===== src/include/rv_core_macros.svh =====
`ifndef RV_CORE_MACROS_SVH
`define RV_CORE_MACROS_SVH

// data and address width
`define XLEN 32
`define NREGS 32
`define RA_W 5

// instruction field positions
`define OPC_R 6:0
`define RD_R 11:7
`define F3_R 14:12
`define RS1_R 19:15
`define RS2_R 24:20
`define F7_R 31:25

`endif

===== src/hw/rv_core_pkg.sv =====
`include "rv_core_macros.svh"

package rv_core_pkg;

  typedef logic [`XLEN-1:0] word_t;
  typedef logic [`RA_W-1:0] reg_addr_t;

  typedef enum logic [3:0] {
    ALU_ADD,
    ALU_SUB,
    ALU_AND,
    ALU_OR,
    ALU_XOR,
    ALU_SLT,
    ALU_SLL,
    ALU_SRL,
    ALU_PASS_B
  } alu_op_e;

  typedef enum logic [1:0] {
    WB_ALU,
    WB_MEM,
    WB_PC4
  } wb_sel_e;

  typedef enum logic [1:0] {
    FWD_RF,
    FWD_EXMEM,
    FWD_MEMWB
  } fwd_sel_e;

  typedef struct packed {
    alu_op_e alu_op;
    logic    use_imm;
    logic    reg_write;
    logic    mem_rd;
    logic    mem_wr;
    logic    branch;
    logic    branch_ne;
    logic    jump;
    wb_sel_e wb_sel;
  } ctrl_t;

  // all zero is a bubble
  localparam ctrl_t CTRL_NOP = '0;

  localparam logic [6:0] OPC_OP     = 7'b0110011;
  localparam logic [6:0] OPC_OP_IMM = 7'b0010011;
  localparam logic [6:0] OPC_LUI    = 7'b0110111;
  localparam logic [6:0] OPC_LOAD   = 7'b0000011;
  localparam logic [6:0] OPC_STORE  = 7'b0100011;
  localparam logic [6:0] OPC_BRANCH = 7'b1100011;
  localparam logic [6:0] OPC_JAL    = 7'b1101111;

endpackage


===== src/hw/pipe_ctrl_if.sv =====
interface pipe_ctrl_if import rv_core_pkg::*; ();

  logic     stall;
  logic     flush_if_id;
  logic     flush_id_ex;
  fwd_sel_e fwd_a;
  fwd_sel_e fwd_b;

  modport unit (
    output stall, flush_if_id, flush_id_ex, fwd_a, fwd_b
  );

  modport fetch (input stall, flush_if_id);

  modport decode (input stall, flush_id_ex);

  modport execute (input fwd_a, fwd_b);

endinterface


===== src/hw/rv_core_top.sv =====
module rv_core_top import rv_core_pkg::*; (
  input  logic  clk,
  input  logic  reset_i,
  input  word_t boot_addr_i,
  output word_t imem_addr_o,
  input  word_t imem_rdata_i,
  output word_t dmem_addr_o,
  output word_t dmem_wdata_o,
  output logic  dmem_rd_o,
  output logic  dmem_wr_o,
  input  word_t dmem_rdata_i
);

  word_t     if_pc;
  word_t     if_instr;
  logic      redirect;
  word_t     target;
  ctrl_t     id_ctrl;
  word_t     id_rs1_data;
  word_t     id_rs2_data;
  word_t     id_imm;
  word_t     id_pc;
  reg_addr_t id_rs1;
  reg_addr_t id_rs2;
  reg_addr_t id_rd;
  reg_addr_t dec_rs1;
  reg_addr_t dec_rs2;
  ctrl_t     ex_ctrl;
  word_t     ex_result;
  word_t     ex_store;
  word_t     ex_pc4;
  reg_addr_t ex_rd;
  logic      wb_en;
  reg_addr_t wb_addr;
  word_t     wb_data;

  pipe_ctrl_if pipe_ctrl ();

  fetch_stage fetch_stage_inst (
    .clk          (clk),
    .reset_i      (reset_i),
    .boot_addr_i  (boot_addr_i),
    .redirect_i   (redirect),
    .target_i     (target),
    .imem_rdata_i (imem_rdata_i),
    .ctrl         (pipe_ctrl.fetch),
    .imem_addr_o  (imem_addr_o),
    .if_pc_o      (if_pc),
    .if_instr_o   (if_instr)
  );

  decode_stage decode_stage_inst (
    .clk           (clk),
    .reset_i       (reset_i),
    .pc_i          (if_pc),
    .instr_i       (if_instr),
    .wb_en_i       (wb_en),
    .wb_addr_i     (wb_addr),
    .wb_data_i     (wb_data),
    .ctrl          (pipe_ctrl.decode),
    .id_ctrl_o     (id_ctrl),
    .id_rs1_data_o (id_rs1_data),
    .id_rs2_data_o (id_rs2_data),
    .id_imm_o      (id_imm),
    .id_pc_o       (id_pc),
    .id_rs1_o      (id_rs1),
    .id_rs2_o      (id_rs2),
    .id_rd_o       (id_rd),
    .dec_rs1_o     (dec_rs1),
    .dec_rs2_o     (dec_rs2)
  );

  execute_stage execute_stage_inst (
    .clk           (clk),
    .reset_i       (reset_i),
    .id_ctrl_i     (id_ctrl),
    .id_rs1_data_i (id_rs1_data),
    .id_rs2_data_i (id_rs2_data),
    .id_imm_i      (id_imm),
    .id_pc_i       (id_pc),
    .id_rd_i       (id_rd),
    .mem_fwd_i     (wb_data),
    .ctrl          (pipe_ctrl.execute),
    .redirect_o    (redirect),
    .target_o      (target),
    .ex_ctrl_o     (ex_ctrl),
    .ex_result_o   (ex_result),
    .ex_store_o    (ex_store),
    .ex_pc4_o      (ex_pc4),
    .ex_rd_o       (ex_rd)
  );

  mem_wb_stage mem_wb_stage_inst (
    .clk          (clk),
    .reset_i      (reset_i),
    .ex_ctrl_i    (ex_ctrl),
    .ex_result_i  (ex_result),
    .ex_store_i   (ex_store),
    .ex_pc4_i     (ex_pc4),
    .ex_rd_i      (ex_rd),
    .dmem_rdata_i (dmem_rdata_i),
    .dmem_addr_o  (dmem_addr_o),
    .dmem_wdata_o (dmem_wdata_o),
    .dmem_rd_o    (dmem_rd_o),
    .dmem_wr_o    (dmem_wr_o),
    .wb_en_o      (wb_en),
    .wb_addr_o    (wb_addr),
    .wb_data_o    (wb_data)
  );

  hazard_unit hazard_unit_inst (
    .dec_rs1_i      (dec_rs1),
    .dec_rs2_i      (dec_rs2),
    .id_rs1_i       (id_rs1),
    .id_rs2_i       (id_rs2),
    .id_rd_i        (id_rd),
    .ex_rd_i        (ex_rd),
    .wb_addr_i      (wb_addr),
    .id_mem_rd_i    (id_ctrl.mem_rd),
    .ex_reg_write_i (ex_ctrl.reg_write),
    .wb_en_i        (wb_en),
    .redirect_i     (redirect),
    .ctrl           (pipe_ctrl.unit)
  );

endmodule


===== src/hw/hazard_unit.sv =====
module hazard_unit import rv_core_pkg::*; (
  input  reg_addr_t dec_rs1_i,
  input  reg_addr_t dec_rs2_i,
  input  reg_addr_t id_rs1_i,
  input  reg_addr_t id_rs2_i,
  input  reg_addr_t id_rd_i,
  input  reg_addr_t ex_rd_i,
  input  reg_addr_t wb_addr_i,
  input  logic      id_mem_rd_i,
  input  logic      ex_reg_write_i,
  input  logic      wb_en_i,
  input  logic      redirect_i,
  pipe_ctrl_if.unit ctrl
);

  // EX/MEM wins over MEM/WB
  function automatic fwd_sel_e pick_src(reg_addr_t src, reg_addr_t ex_rd, logic ex_we,
                                        reg_addr_t wb_rd, logic wb_we);
    if (src == '0) begin
      return FWD_RF;
    end
    if (ex_we && (ex_rd == src)) begin
      return FWD_EXMEM;
    end
    if (wb_we && (wb_rd == src)) begin
      return FWD_MEMWB;
    end
    return FWD_RF;
  endfunction

  assign ctrl.fwd_a = pick_src(id_rs1_i, ex_rd_i, ex_reg_write_i, wb_addr_i, wb_en_i);
  assign ctrl.fwd_b = pick_src(id_rs2_i, ex_rd_i, ex_reg_write_i, wb_addr_i, wb_en_i);

  // load-use, one bubble
  assign ctrl.stall = id_mem_rd_i && (id_rd_i != '0) &&
                      ((id_rd_i == dec_rs1_i) || (id_rd_i == dec_rs2_i));

  assign ctrl.flush_if_id = redirect_i;
  assign ctrl.flush_id_ex = redirect_i;

endmodule


===== src/hw/mem_wb_stage.sv =====
module mem_wb_stage import rv_core_pkg::*; (
  input  logic      clk,
  input  logic      reset_i,
  input  ctrl_t     ex_ctrl_i,
  input  word_t     ex_result_i,
  input  word_t     ex_store_i,
  input  word_t     ex_pc4_i,
  input  reg_addr_t ex_rd_i,
  input  word_t     dmem_rdata_i,
  output word_t     dmem_addr_o,
  output word_t     dmem_wdata_o,
  output logic      dmem_rd_o,
  output logic      dmem_wr_o,
  output logic      wb_en_o,
  output reg_addr_t wb_addr_o,
  output word_t     wb_data_o
);

  wb_sel_e wb_sel_q;
  word_t   alu_q;
  word_t   load_q;
  word_t   pc4_q;

  assign dmem_addr_o  = ex_result_i;
  assign dmem_wdata_o = ex_store_i;
  assign dmem_rd_o    = ex_ctrl_i.mem_rd;
  assign dmem_wr_o    = ex_ctrl_i.mem_wr;

  // MEM/WB
  always_ff @(posedge clk) begin
    if (reset_i) begin
      wb_en_o  <= 1'b0;
      wb_sel_q <= WB_ALU;
    end else begin
      wb_en_o  <= ex_ctrl_i.reg_write;
      wb_sel_q <= ex_ctrl_i.wb_sel;
    end
  end

  always_ff @(posedge clk) begin
    alu_q     <= ex_result_i;
    load_q    <= dmem_rdata_i;
    pc4_q     <= ex_pc4_i;
    wb_addr_o <= ex_rd_i;
  end

  // also the MEM/WB forward source
  always_comb begin
    case (wb_sel_q)
      WB_MEM:  wb_data_o = load_q;
      WB_PC4:  wb_data_o = pc4_q;
      default: wb_data_o = alu_q;
    endcase
  end

endmodule


===== src/hw/execute_stage.sv =====
module execute_stage import rv_core_pkg::*; (
  input  logic         clk,
  input  logic         reset_i,
  input  ctrl_t        id_ctrl_i,
  input  word_t        id_rs1_data_i,
  input  word_t        id_rs2_data_i,
  input  word_t        id_imm_i,
  input  word_t        id_pc_i,
  input  reg_addr_t    id_rd_i,
  input  word_t        mem_fwd_i,
  pipe_ctrl_if.execute ctrl,
  output logic         redirect_o,
  output word_t        target_o,
  output ctrl_t        ex_ctrl_o,
  output word_t        ex_result_o,
  output word_t        ex_store_o,
  output word_t        ex_pc4_o,
  output reg_addr_t    ex_rd_o
);

  word_t op_a;
  word_t rs2_val;
  word_t op_b;
  word_t alu_out;
  word_t exmem_fwd;

  // jal in EX/MEM forwards its link address
  assign exmem_fwd = (ex_ctrl_o.wb_sel == WB_PC4) ? ex_pc4_o : ex_result_o;

  always_comb begin
    case (ctrl.fwd_a)
      FWD_EXMEM: op_a = exmem_fwd;
      FWD_MEMWB: op_a = mem_fwd_i;
      default:   op_a = id_rs1_data_i;
    endcase
    case (ctrl.fwd_b)
      FWD_EXMEM: rs2_val = exmem_fwd;
      FWD_MEMWB: rs2_val = mem_fwd_i;
      default:   rs2_val = id_rs2_data_i;
    endcase
  end

  assign op_b = id_ctrl_i.use_imm ? id_imm_i : rs2_val;

  always_comb begin
    case (id_ctrl_i.alu_op)
      ALU_SUB:    alu_out = op_a - op_b;
      ALU_AND:    alu_out = op_a & op_b;
      ALU_OR:     alu_out = op_a | op_b;
      ALU_XOR:    alu_out = op_a ^ op_b;
      ALU_SLT:    alu_out = word_t'($signed(op_a) < $signed(op_b));
      ALU_SLL:    alu_out = op_a << op_b[4:0];
      ALU_SRL:    alu_out = op_a >> op_b[4:0];
      ALU_PASS_B: alu_out = op_b;
      default:    alu_out = op_a + op_b;
    endcase
  end

  // branch compare uses the register operands, not the immediate
  assign redirect_o = id_ctrl_i.jump |
                      (id_ctrl_i.branch & ((op_a == rs2_val) ^ id_ctrl_i.branch_ne));
  assign target_o   = id_pc_i + id_imm_i;

  // EX/MEM
  always_ff @(posedge clk) begin
    if (reset_i) begin
      ex_ctrl_o <= CTRL_NOP;
    end else begin
      ex_ctrl_o <= id_ctrl_i;
    end
  end

  always_ff @(posedge clk) begin
    ex_result_o <= alu_out;
    ex_store_o  <= rs2_val;
    ex_pc4_o    <= id_pc_i + 32'd4;
    ex_rd_o     <= id_rd_i;
  end

endmodule


===== src/hw/decode_stage.sv =====
`include "rv_core_macros.svh"

module decode_stage import rv_core_pkg::*; (
  input  logic        clk,
  input  logic        reset_i,
  input  word_t       pc_i,
  input  word_t       instr_i,
  input  logic        wb_en_i,
  input  reg_addr_t   wb_addr_i,
  input  word_t       wb_data_i,
  pipe_ctrl_if.decode ctrl,
  output ctrl_t       id_ctrl_o,
  output word_t       id_rs1_data_o,
  output word_t       id_rs2_data_o,
  output word_t       id_imm_o,
  output word_t       id_pc_o,
  output reg_addr_t   id_rs1_o,
  output reg_addr_t   id_rs2_o,
  output reg_addr_t   id_rd_o,
  output reg_addr_t   dec_rs1_o,
  output reg_addr_t   dec_rs2_o
);

  logic [6:0] opcode;
  logic [2:0] funct3;
  logic [6:0] funct7;
  reg_addr_t  rd;
  word_t      imm_i;
  word_t      imm_s;
  word_t      imm_b;
  word_t      imm_u;
  word_t      imm_j;
  word_t      imm_d;
  ctrl_t      ctrl_d;
  word_t      rs1_data;
  word_t      rs2_data;

  assign opcode    = instr_i[`OPC_R];
  assign funct3    = instr_i[`F3_R];
  assign funct7    = instr_i[`F7_R];
  assign rd        = instr_i[`RD_R];
  assign dec_rs1_o = instr_i[`RS1_R];
  assign dec_rs2_o = instr_i[`RS2_R];

  assign imm_i = {{20{instr_i[31]}}, instr_i[31:20]};
  assign imm_s = {{20{instr_i[31]}}, instr_i[31:25], instr_i[11:7]};
  assign imm_b = {{19{instr_i[31]}}, instr_i[31], instr_i[7], instr_i[30:25],
                  instr_i[11:8], 1'b0};
  assign imm_u = {instr_i[31:12], 12'b0};
  assign imm_j = {{11{instr_i[31]}}, instr_i[31], instr_i[19:12], instr_i[20],
                  instr_i[30:21], 1'b0};

  always_comb begin
    ctrl_d = CTRL_NOP;
    imm_d  = imm_i;
    case (opcode)
      OPC_OP: begin
        ctrl_d.reg_write = 1'b1;
        case (funct3)
          3'b000:  ctrl_d.alu_op = (funct7 == 7'b0100000) ? ALU_SUB : ALU_ADD;
          3'b001:  ctrl_d.alu_op = ALU_SLL;
          3'b010:  ctrl_d.alu_op = ALU_SLT;
          3'b100:  ctrl_d.alu_op = ALU_XOR;
          3'b101:  ctrl_d.alu_op = ALU_SRL;
          3'b110:  ctrl_d.alu_op = ALU_OR;
          3'b111:  ctrl_d.alu_op = ALU_AND;
          default: ctrl_d = CTRL_NOP;
        endcase
      end
      OPC_OP_IMM: begin
        ctrl_d.reg_write = 1'b1;
        ctrl_d.use_imm   = 1'b1;
        case (funct3)
          3'b000:  ctrl_d.alu_op = ALU_ADD;
          3'b010:  ctrl_d.alu_op = ALU_SLT;
          3'b100:  ctrl_d.alu_op = ALU_XOR;
          3'b110:  ctrl_d.alu_op = ALU_OR;
          3'b111:  ctrl_d.alu_op = ALU_AND;
          default: ctrl_d = CTRL_NOP;
        endcase
      end
      OPC_LUI: begin
        ctrl_d.alu_op    = ALU_PASS_B;
        ctrl_d.use_imm   = 1'b1;
        ctrl_d.reg_write = 1'b1;
        imm_d            = imm_u;
      end
      OPC_LOAD: begin
        if (funct3 == 3'b010) begin
          ctrl_d.use_imm   = 1'b1;
          ctrl_d.reg_write = 1'b1;
          ctrl_d.mem_rd    = 1'b1;
          ctrl_d.wb_sel    = WB_MEM;
        end
      end
      OPC_STORE: begin
        if (funct3 == 3'b010) begin
          ctrl_d.use_imm = 1'b1;
          ctrl_d.mem_wr  = 1'b1;
        end
        imm_d = imm_s;
      end
      OPC_BRANCH: begin
        // beq and bne only
        ctrl_d.branch    = (funct3[2:1] == 2'b00);
        ctrl_d.branch_ne = funct3[0];
        imm_d            = imm_b;
      end
      OPC_JAL: begin
        ctrl_d.jump      = 1'b1;
        ctrl_d.reg_write = 1'b1;
        ctrl_d.wb_sel    = WB_PC4;
        imm_d            = imm_j;
      end
      default: ctrl_d = CTRL_NOP;
    endcase
  end

  reg_file reg_file_inst (
    .clk        (clk),
    .reset_i    (reset_i),
    .rs1_i      (dec_rs1_o),
    .rs2_i      (dec_rs2_o),
    .wr_addr_i  (wb_addr_i),
    .wr_en_i    (wb_en_i),
    .wr_data_i  (wb_data_i),
    .rs1_data_o (rs1_data),
    .rs2_data_o (rs2_data)
  );

  // ID/EX, bubble on stall or flush
  always_ff @(posedge clk) begin
    if (reset_i || ctrl.stall || ctrl.flush_id_ex) begin
      id_ctrl_o <= CTRL_NOP;
    end else begin
      id_ctrl_o <= ctrl_d;
    end
  end

  always_ff @(posedge clk) begin
    id_rs1_data_o <= rs1_data;
    id_rs2_data_o <= rs2_data;
    id_imm_o      <= imm_d;
    id_pc_o       <= pc_i;
    id_rs1_o      <= dec_rs1_o;
    id_rs2_o      <= dec_rs2_o;
    id_rd_o       <= rd;
  end

endmodule


===== src/hw/fetch_stage.sv =====
module fetch_stage import rv_core_pkg::*; (
  input  logic              clk,
  input  logic              reset_i,
  input  word_t             boot_addr_i,
  input  logic              redirect_i,
  input  word_t             target_i,
  input  word_t             imem_rdata_i,
  pipe_ctrl_if.fetch        ctrl,
  output word_t             imem_addr_o,
  output word_t             if_pc_o,
  output word_t             if_instr_o
);

  // addi x0, x0, 0
  localparam word_t NOP_INSTR = 32'h0000_0013;

  word_t pc_q;
  word_t pc_d;

  always_comb begin
    if (redirect_i) begin
      pc_d = target_i;
    end else if (ctrl.stall) begin
      pc_d = pc_q;
    end else begin
      pc_d = pc_q + 32'd4;
    end
  end

  always_ff @(posedge clk) begin
    if (reset_i) begin
      pc_q <= boot_addr_i;
    end else begin
      pc_q <= pc_d;
    end
  end

  assign imem_addr_o = pc_q;

  // IF/ID
  always_ff @(posedge clk) begin
    if (reset_i || ctrl.flush_if_id) begin
      if_instr_o <= NOP_INSTR;
    end else if (!ctrl.stall) begin
      if_instr_o <= imem_rdata_i;
      if_pc_o    <= pc_q;
    end
  end

endmodule


===== src/hw/reg_file.sv =====
`include "rv_core_macros.svh"

module reg_file import rv_core_pkg::*; (
  input  logic      clk,
  input  logic      reset_i,
  input  reg_addr_t rs1_i,
  input  reg_addr_t rs2_i,
  input  reg_addr_t wr_addr_i,
  input  logic      wr_en_i,
  input  word_t     wr_data_i,
  output word_t     rs1_data_o,
  output word_t     rs2_data_o
);

  word_t regs [`NREGS];
  logic  we;

  // x0 is never written
  assign we = wr_en_i && !reset_i && (wr_addr_i != '0);

  always_ff @(posedge clk) begin
    if (we) begin
      regs[wr_addr_i] <= wr_data_i;
    end
  end

  // write-first bypass
  always_comb begin
    if (rs1_i == '0) begin
      rs1_data_o = '0;
    end else if (we && (wr_addr_i == rs1_i)) begin
      rs1_data_o = wr_data_i;
    end else begin
      rs1_data_o = regs[rs1_i];
    end
  end

  always_comb begin
    if (rs2_i == '0) begin
      rs2_data_o = '0;
    end else if (we && (wr_addr_i == rs2_i)) begin
      rs2_data_o = wr_data_i;
    end else begin
      rs2_data_o = regs[rs2_i];
    end
  end

endmodule


===== config.mk =====
export PLATFORM = sky130hd
export DESIGN_NAME = rv_core_top
export DESIGN_NICKNAME = d
export VERILOG_FILES = /design/src/hw/rv_core_pkg.sv /design/src/hw/pipe_ctrl_if.sv /design/src/hw/rv_core_top.sv /design/src/hw/hazard_unit.sv /design/src/hw/mem_wb_stage.sv /design/src/hw/execute_stage.sv /design/src/hw/decode_stage.sv /design/src/hw/fetch_stage.sv /design/src/hw/reg_file.sv
export VERILOG_INCLUDE_DIRS = /design/src /design/src/include
export SDC_FILE = /design/constraint.sdc
export NUM_CORES = 2
export LEC_CHECK = 0
export BUFFER_PORTS_ARGS = -buffer_cell sky130_fd_sc_hd__buf_2
export CAP_MARGIN = 20
export CORE_ASPECT_RATIO = 0.5
export CORE_MARGIN = 2
export CORE_UTILIZATION = 50
export CTS_CLUSTER_SIZE = 24
export DETAILED_ROUTE_END_ITERATION = 8
export PLACE_DENSITY = 0.72
export SYNTH_ARGS = -nofsm -noshare
export SYNTH_HDL_FRONTEND = slang
export SYNTH_SLANG_ARGS = --single-unit

===== constraint.sdc =====
create_clock -name clk -period 12.81 [get_ports clk]
set_clock_uncertainty 0.1 [all_clocks]
set_input_delay 1.281 -clock clk [delete_from_list [all_inputs] [get_ports clk]]
set_output_delay 1.281 -clock clk [all_outputs]
set_load 0.005 [all_outputs]

==> flow_summary.toml <==
[route]
1st_iter_drt_viols = 8932
route.final.wire_length_um = 265400
detailedRoute.firstPassIterationCount = 6
count_of_vias_placed_by_the_detailed_router = 53231
route.detailed.drc = 0
detail_route.vias_per_cell = 7.002
route.detailed.wl_per_inst_um = 34.92
drtAntennaViolNets = 0

[run]
max_cap_violations = 0

[yosys]
flops_latches_synth = 1485
synth_cell_types = 96
ys.flop_type = "sky130_fd_sc_hd__edfxtp_1"
yosysTopAreaCellShare_pct = 44.10
edff_count_synth = 1088
synthesis.instances = 5396
synthTopCellsByArea = "sky130_fd_sc_hd__edfxtp_1 (44%), sky130_fd_sc_hd__mux4_2 (15%), sky130_fd_sc_hd__dfxtp_1 (11%)"
cell_type_with_the_highest_aggregate_area_in_the_netlist = "sky130_fd_sc_hd__edfxtp_1"
yosys.cell_count.top_type = "sky130_fd_sc_hd__edfxtp_1"
synth.yosys.seq_area_share_pct = 54.83
synth_area_um2 = 74080
synth-warning-count = 0
postSynthAreaPerCell_um2 = 13.73
synth_top_cells_by_count = "sky130_fd_sc_hd__edfxtp_1 (1088), sky130_fd_sc_hd__mux4_2 (481), sky130_fd_sc_hd__dfxtp_1 (397), sky130_fd_sc_hd__mux2i_1 (360), sky130_fd_sc_hd__nor2_1 (296)"
ys_async_rst_share_pct = 0

[floorplanning]
design.portCount = 196
chipWidth_um = 548.4
rows = 99
floorplan.core_area_um2 = 146400
die_h_um = 276.2
fp.dieArea_um2 = 151400
start_util_pct = 50.60

[placement]
place_hpwl_um = 172100
placed_area_um2 = 77800
routabilityCongestion = 1.008
io_buffers = 195

[timing]
slew-limit-headroom_pct = 18.38
final.min_clock_period_ps = 8362
finalHoldViolations = 0
finalSetupViolations = 0
rsz0062_at_grt = "false"
max_clk_rate_mhz = 119.6
report.final.slew_viol_count = 0
setup-tns-final_ps = 0
worstMarginPinSlew_ps = 1211
finalCritPeriodShare_pct = 65.28

[clock_network]
post_cts_buffers = 0
htree_num_levels = 4
cts-hold-fix-buffers = 0
numClockSinks = 1485
clock_insertion_delay_worst_skew_ps = 800
clk_pin_slew_ps = 60
postCtsResizedCells = 0
clk_root_buffer_cell = "sky130_fd_sc_hd__clkbuf_16"
cts.path.max_buffers = 3
cts_tree = "built"
cts-buffers-inserted = 135

[cells_and_area]
finalNetCount = 5760
number_of_filler_instances_in_the_final_layout = 11442
area_of_the_multi_input_gates_um2 = 31860
fin_area_um2 = 82390
share_of_post_route_cells_with_drive_strength_above_1_pct = 23.30
final-seq-area_um2 = 40660
area_delta_synth_final_pct = 11.22

[global_routing]
grt_antenna_before_repair = 11
grt_start_max_net_pins = 103
grt_first_pass_wirelength_um = 375300
globalRouteOverflowTotal = 0
globalRouteTotalUtil_pct = 34.45
grt_pass1_vias = 50962

[pwr]
share_seq_of_total_power_pct = 45.2
power.density_cell_area_nw_per_um2 = 167.8
power.static_leakage_nw = 28.59
vdd_drop_max_uv = 139.0
netSwitchingFraction_pct = 33.54
p_clk_share_pct = 30.2
internal_power_mw = 9.190
power.switching_mw = 4.638
comb_power_share_pct = 24.6

[critical_path]
timing_worst_setup_path_type = "reg2reg"
cp_max_fo = 44
worstPathArrival_ps = 8890
required_time_of_the_critical_path_ps = 13340
end_kind = "flop"
setup.worst_path.start_class = "flop"

[worst_hold_path]
worstHoldPathType = "reg2reg"

[status]
status = "completed"
-- final timing paths --
kind                                          startpoint                                          to  slack [ps]  cells after the start
setup / recovery   decode_stage_inst.id_rs2_o[1]$_DFF_P_  execute_stage_inst.ex_result_o[31]$_DFF_P_        4450                     22
hold reg to reg   fetch_stage_inst.if_pc_o[30]$_DFFE_PP_       decode_stage_inst.id_pc_o[30]$_DFF_P_         230                      0
setup reg to reg   decode_stage_inst.id_rs2_o[1]$_DFF_P_  execute_stage_inst.ex_result_o[31]$_DFF_P_        4450                     22
hold / removal    fetch_stage_inst.if_pc_o[30]$_DFFE_PP_       decode_stage_inst.id_pc_o[30]$_DFF_P_         230                      0
-- kinds of logic after synthesis --
| group | after synthesis | synth area share [%] |
|---|---|---|
| DFF | 1485 | 54.83 |
| buffers and inverters | 555 | 2.989 |
| and+or+nand+nor | 976 | 6.374 |
| AOI/OAI and AO/OA | 1171 | 10.92 |
| other | 1 | 0.005062 |
| muxes | 932 | 20.89 |
| adders and majority gates | 138 | 2.361 |
| xor gates and xnor gates | 138 | 1.632 |
-- cell type report --
class | count | share of cell area, %
timing repair buffer | 363 | 2.812
clock buffer | 178 | 4.530
antenna | 2 | 0.006074
clock inverter | 66 | 0.9613
multi-input combinational | 3387 | 38.66
inverter | 152 | 0.6925
sequential | 1485 | 49.34
tap | 1969 | 2.990
-- layer usage --
layer  vias to the layer above  part of all wire (%)  wire [µm]  global-route usage, %
met3                       572                    14      37850                  10.09
met4                         4                   3.9      10290                  11.98
met1                     26968                    39     103600                  49.58
met5                         -                0.0083         22                      0
met2                      4071                    43     113600                  49.85
li1                      21616                     -          -                      -
-- state kept, by name, indices dropped and copies added, names as in the netlist, 12 cells and up --
signal	count
decode_stage_inst.id_ctrl_o	12
decode_stage_inst.id_imm_o	32
decode_stage_inst.id_pc_o	32
decode_stage_inst.id_rs1_data_o	32
decode_stage_inst.id_rs2_data_o	32
decode_stage_inst.reg_file_inst.regs	1024
execute_stage_inst.ex_pc4_o	32
execute_stage_inst.ex_result_o	32
execute_stage_inst.ex_store_o	32
fetch_stage_inst.if_instr_o	32
fetch_stage_inst.if_pc_o	32
fetch_stage_inst.imem_addr_o	32
mem_wb_stage_inst.alu_q	32
mem_wb_stage_inst.load_q	32
mem_wb_stage_inst.pc4_q	32
-- cells in the final DEF, fill, tap and decap left out, types with 27 or more instances in the layout --
cell type / instances
sky130_fd_sc_hd__nand3_1: 65
sky130_fd_sc_hd__xnor2_1: 82
sky130_fd_sc_hd__a21oi_1: 190
sky130_fd_sc_hd__nand2b_1: 51
sky130_fd_sc_hd__a211oi_1: 128
sky130_fd_sc_hd__mux2i_1: 360
sky130_fd_sc_hd__o211ai_1: 59
sky130_fd_sc_hd__nor2_4: 32
sky130_fd_sc_hd__mux4_2: 481
sky130_fd_sc_hd__xor2_1: 54
sky130_fd_sc_hd__nor4_1: 35
sky130_fd_sc_hd__mux2_2: 89
sky130_fd_sc_hd__nor3_1: 76
sky130_fd_sc_hd__o221ai_1: 63
sky130_fd_sc_hd__a221oi_1: 70
sky130_fd_sc_hd__o22ai_1: 67
sky130_fd_sc_hd__dfxtp_1: 387
sky130_fd_sc_hd__a22oi_1: 74
sky130_fd_sc_hd__nor2_1: 261
sky130_fd_sc_hd__a2bb2oi_1: 27
sky130_fd_sc_hd__buf_4: 154
sky130_fd_sc_hd__clkbuf_16: 137
sky130_fd_sc_hd__a21o_1: 61
sky130_fd_sc_hd__buf_2: 198
sky130_fd_sc_hd__nand2_1: 238
sky130_fd_sc_hd__inv_1: 145
sky130_fd_sc_hd__edfxtp_1: 1088
sky130_fd_sc_hd__o21ai_2: 29
sky130_fd_sc_hd__o21ai_0: 186
sky130_fd_sc_hd__ha_1: 133
sky130_fd_sc_hd__a31o_2: 30
sky130_fd_sc_hd__or3_1: 41
sky130_fd_sc_hd__conb_1: 32
sky130_fd_sc_hd__or2_2: 30
-- per-stage QoR --
stage / setup slack, ps / instances / total power [mW] / util (%) / hold slack [ps]
6_report: 4448 / 7602 / 13.83 / 56.27 / 234.3
5_1_grt: 4005 / 7600 / 14.17 / 56.27 / 246.2
4_1_cts: 4653 / 7593 / 13.67 / 56.23 / 228.4
3_5_place_dp: 4775 / 7349 / 9.554 / 53.14 / 226.9
3_3_place_gp: 4781 / 7347 / 9.502 / 53.13 / 228.2
2_1_floorplan: 6716 / 5427 / 8.019 / - / 223.3
-- power by group through the flow --
stage	Combinational, mW	Sequential (mW)	Clock [mW]
after floorplan	1.88	6.14	0
after global placement	3.17	6.34	0
after detailed placement	3.22	6.34	0
after CTS	3.23	6.23	4.20
after global routing	3.53	6.25	4.39
final	3.39	6.25	4.18
-- worst max-delay path, stage by stage (launching register included) --
cell                        delay, ps
sky130_fd_sc_hd__dfxtp_1          340
sky130_fd_sc_hd__xor2_1           170
sky130_fd_sc_hd__nor4_1           340
sky130_fd_sc_hd__and3_1           250
sky130_fd_sc_hd__nor2b_1          220
sky130_fd_sc_hd__ha_1             400
sky130_fd_sc_hd__clkinv_1         740
sky130_fd_sc_hd__a2bb2oi_1        330
sky130_fd_sc_hd__o21ai_0          380
sky130_fd_sc_hd__mux2_2           530
sky130_fd_sc_hd__buf_4            580
sky130_fd_sc_hd__ha_1             390
sky130_fd_sc_hd__a211oi_1         220
sky130_fd_sc_hd__nor3_1           130
sky130_fd_sc_hd__a2111oi_0        960
sky130_fd_sc_hd__nor2_1           150
sky130_fd_sc_hd__o21ai_0          370
sky130_fd_sc_hd__o21ai_0          290
sky130_fd_sc_hd__o21ai_0          420
sky130_fd_sc_hd__o21ai_0          280
sky130_fd_sc_hd__a31o_2           310
sky130_fd_sc_hd__xnor2_1          150
sky130_fd_sc_hd__o211ai_1         100
(Power assumes the default switching activity.)
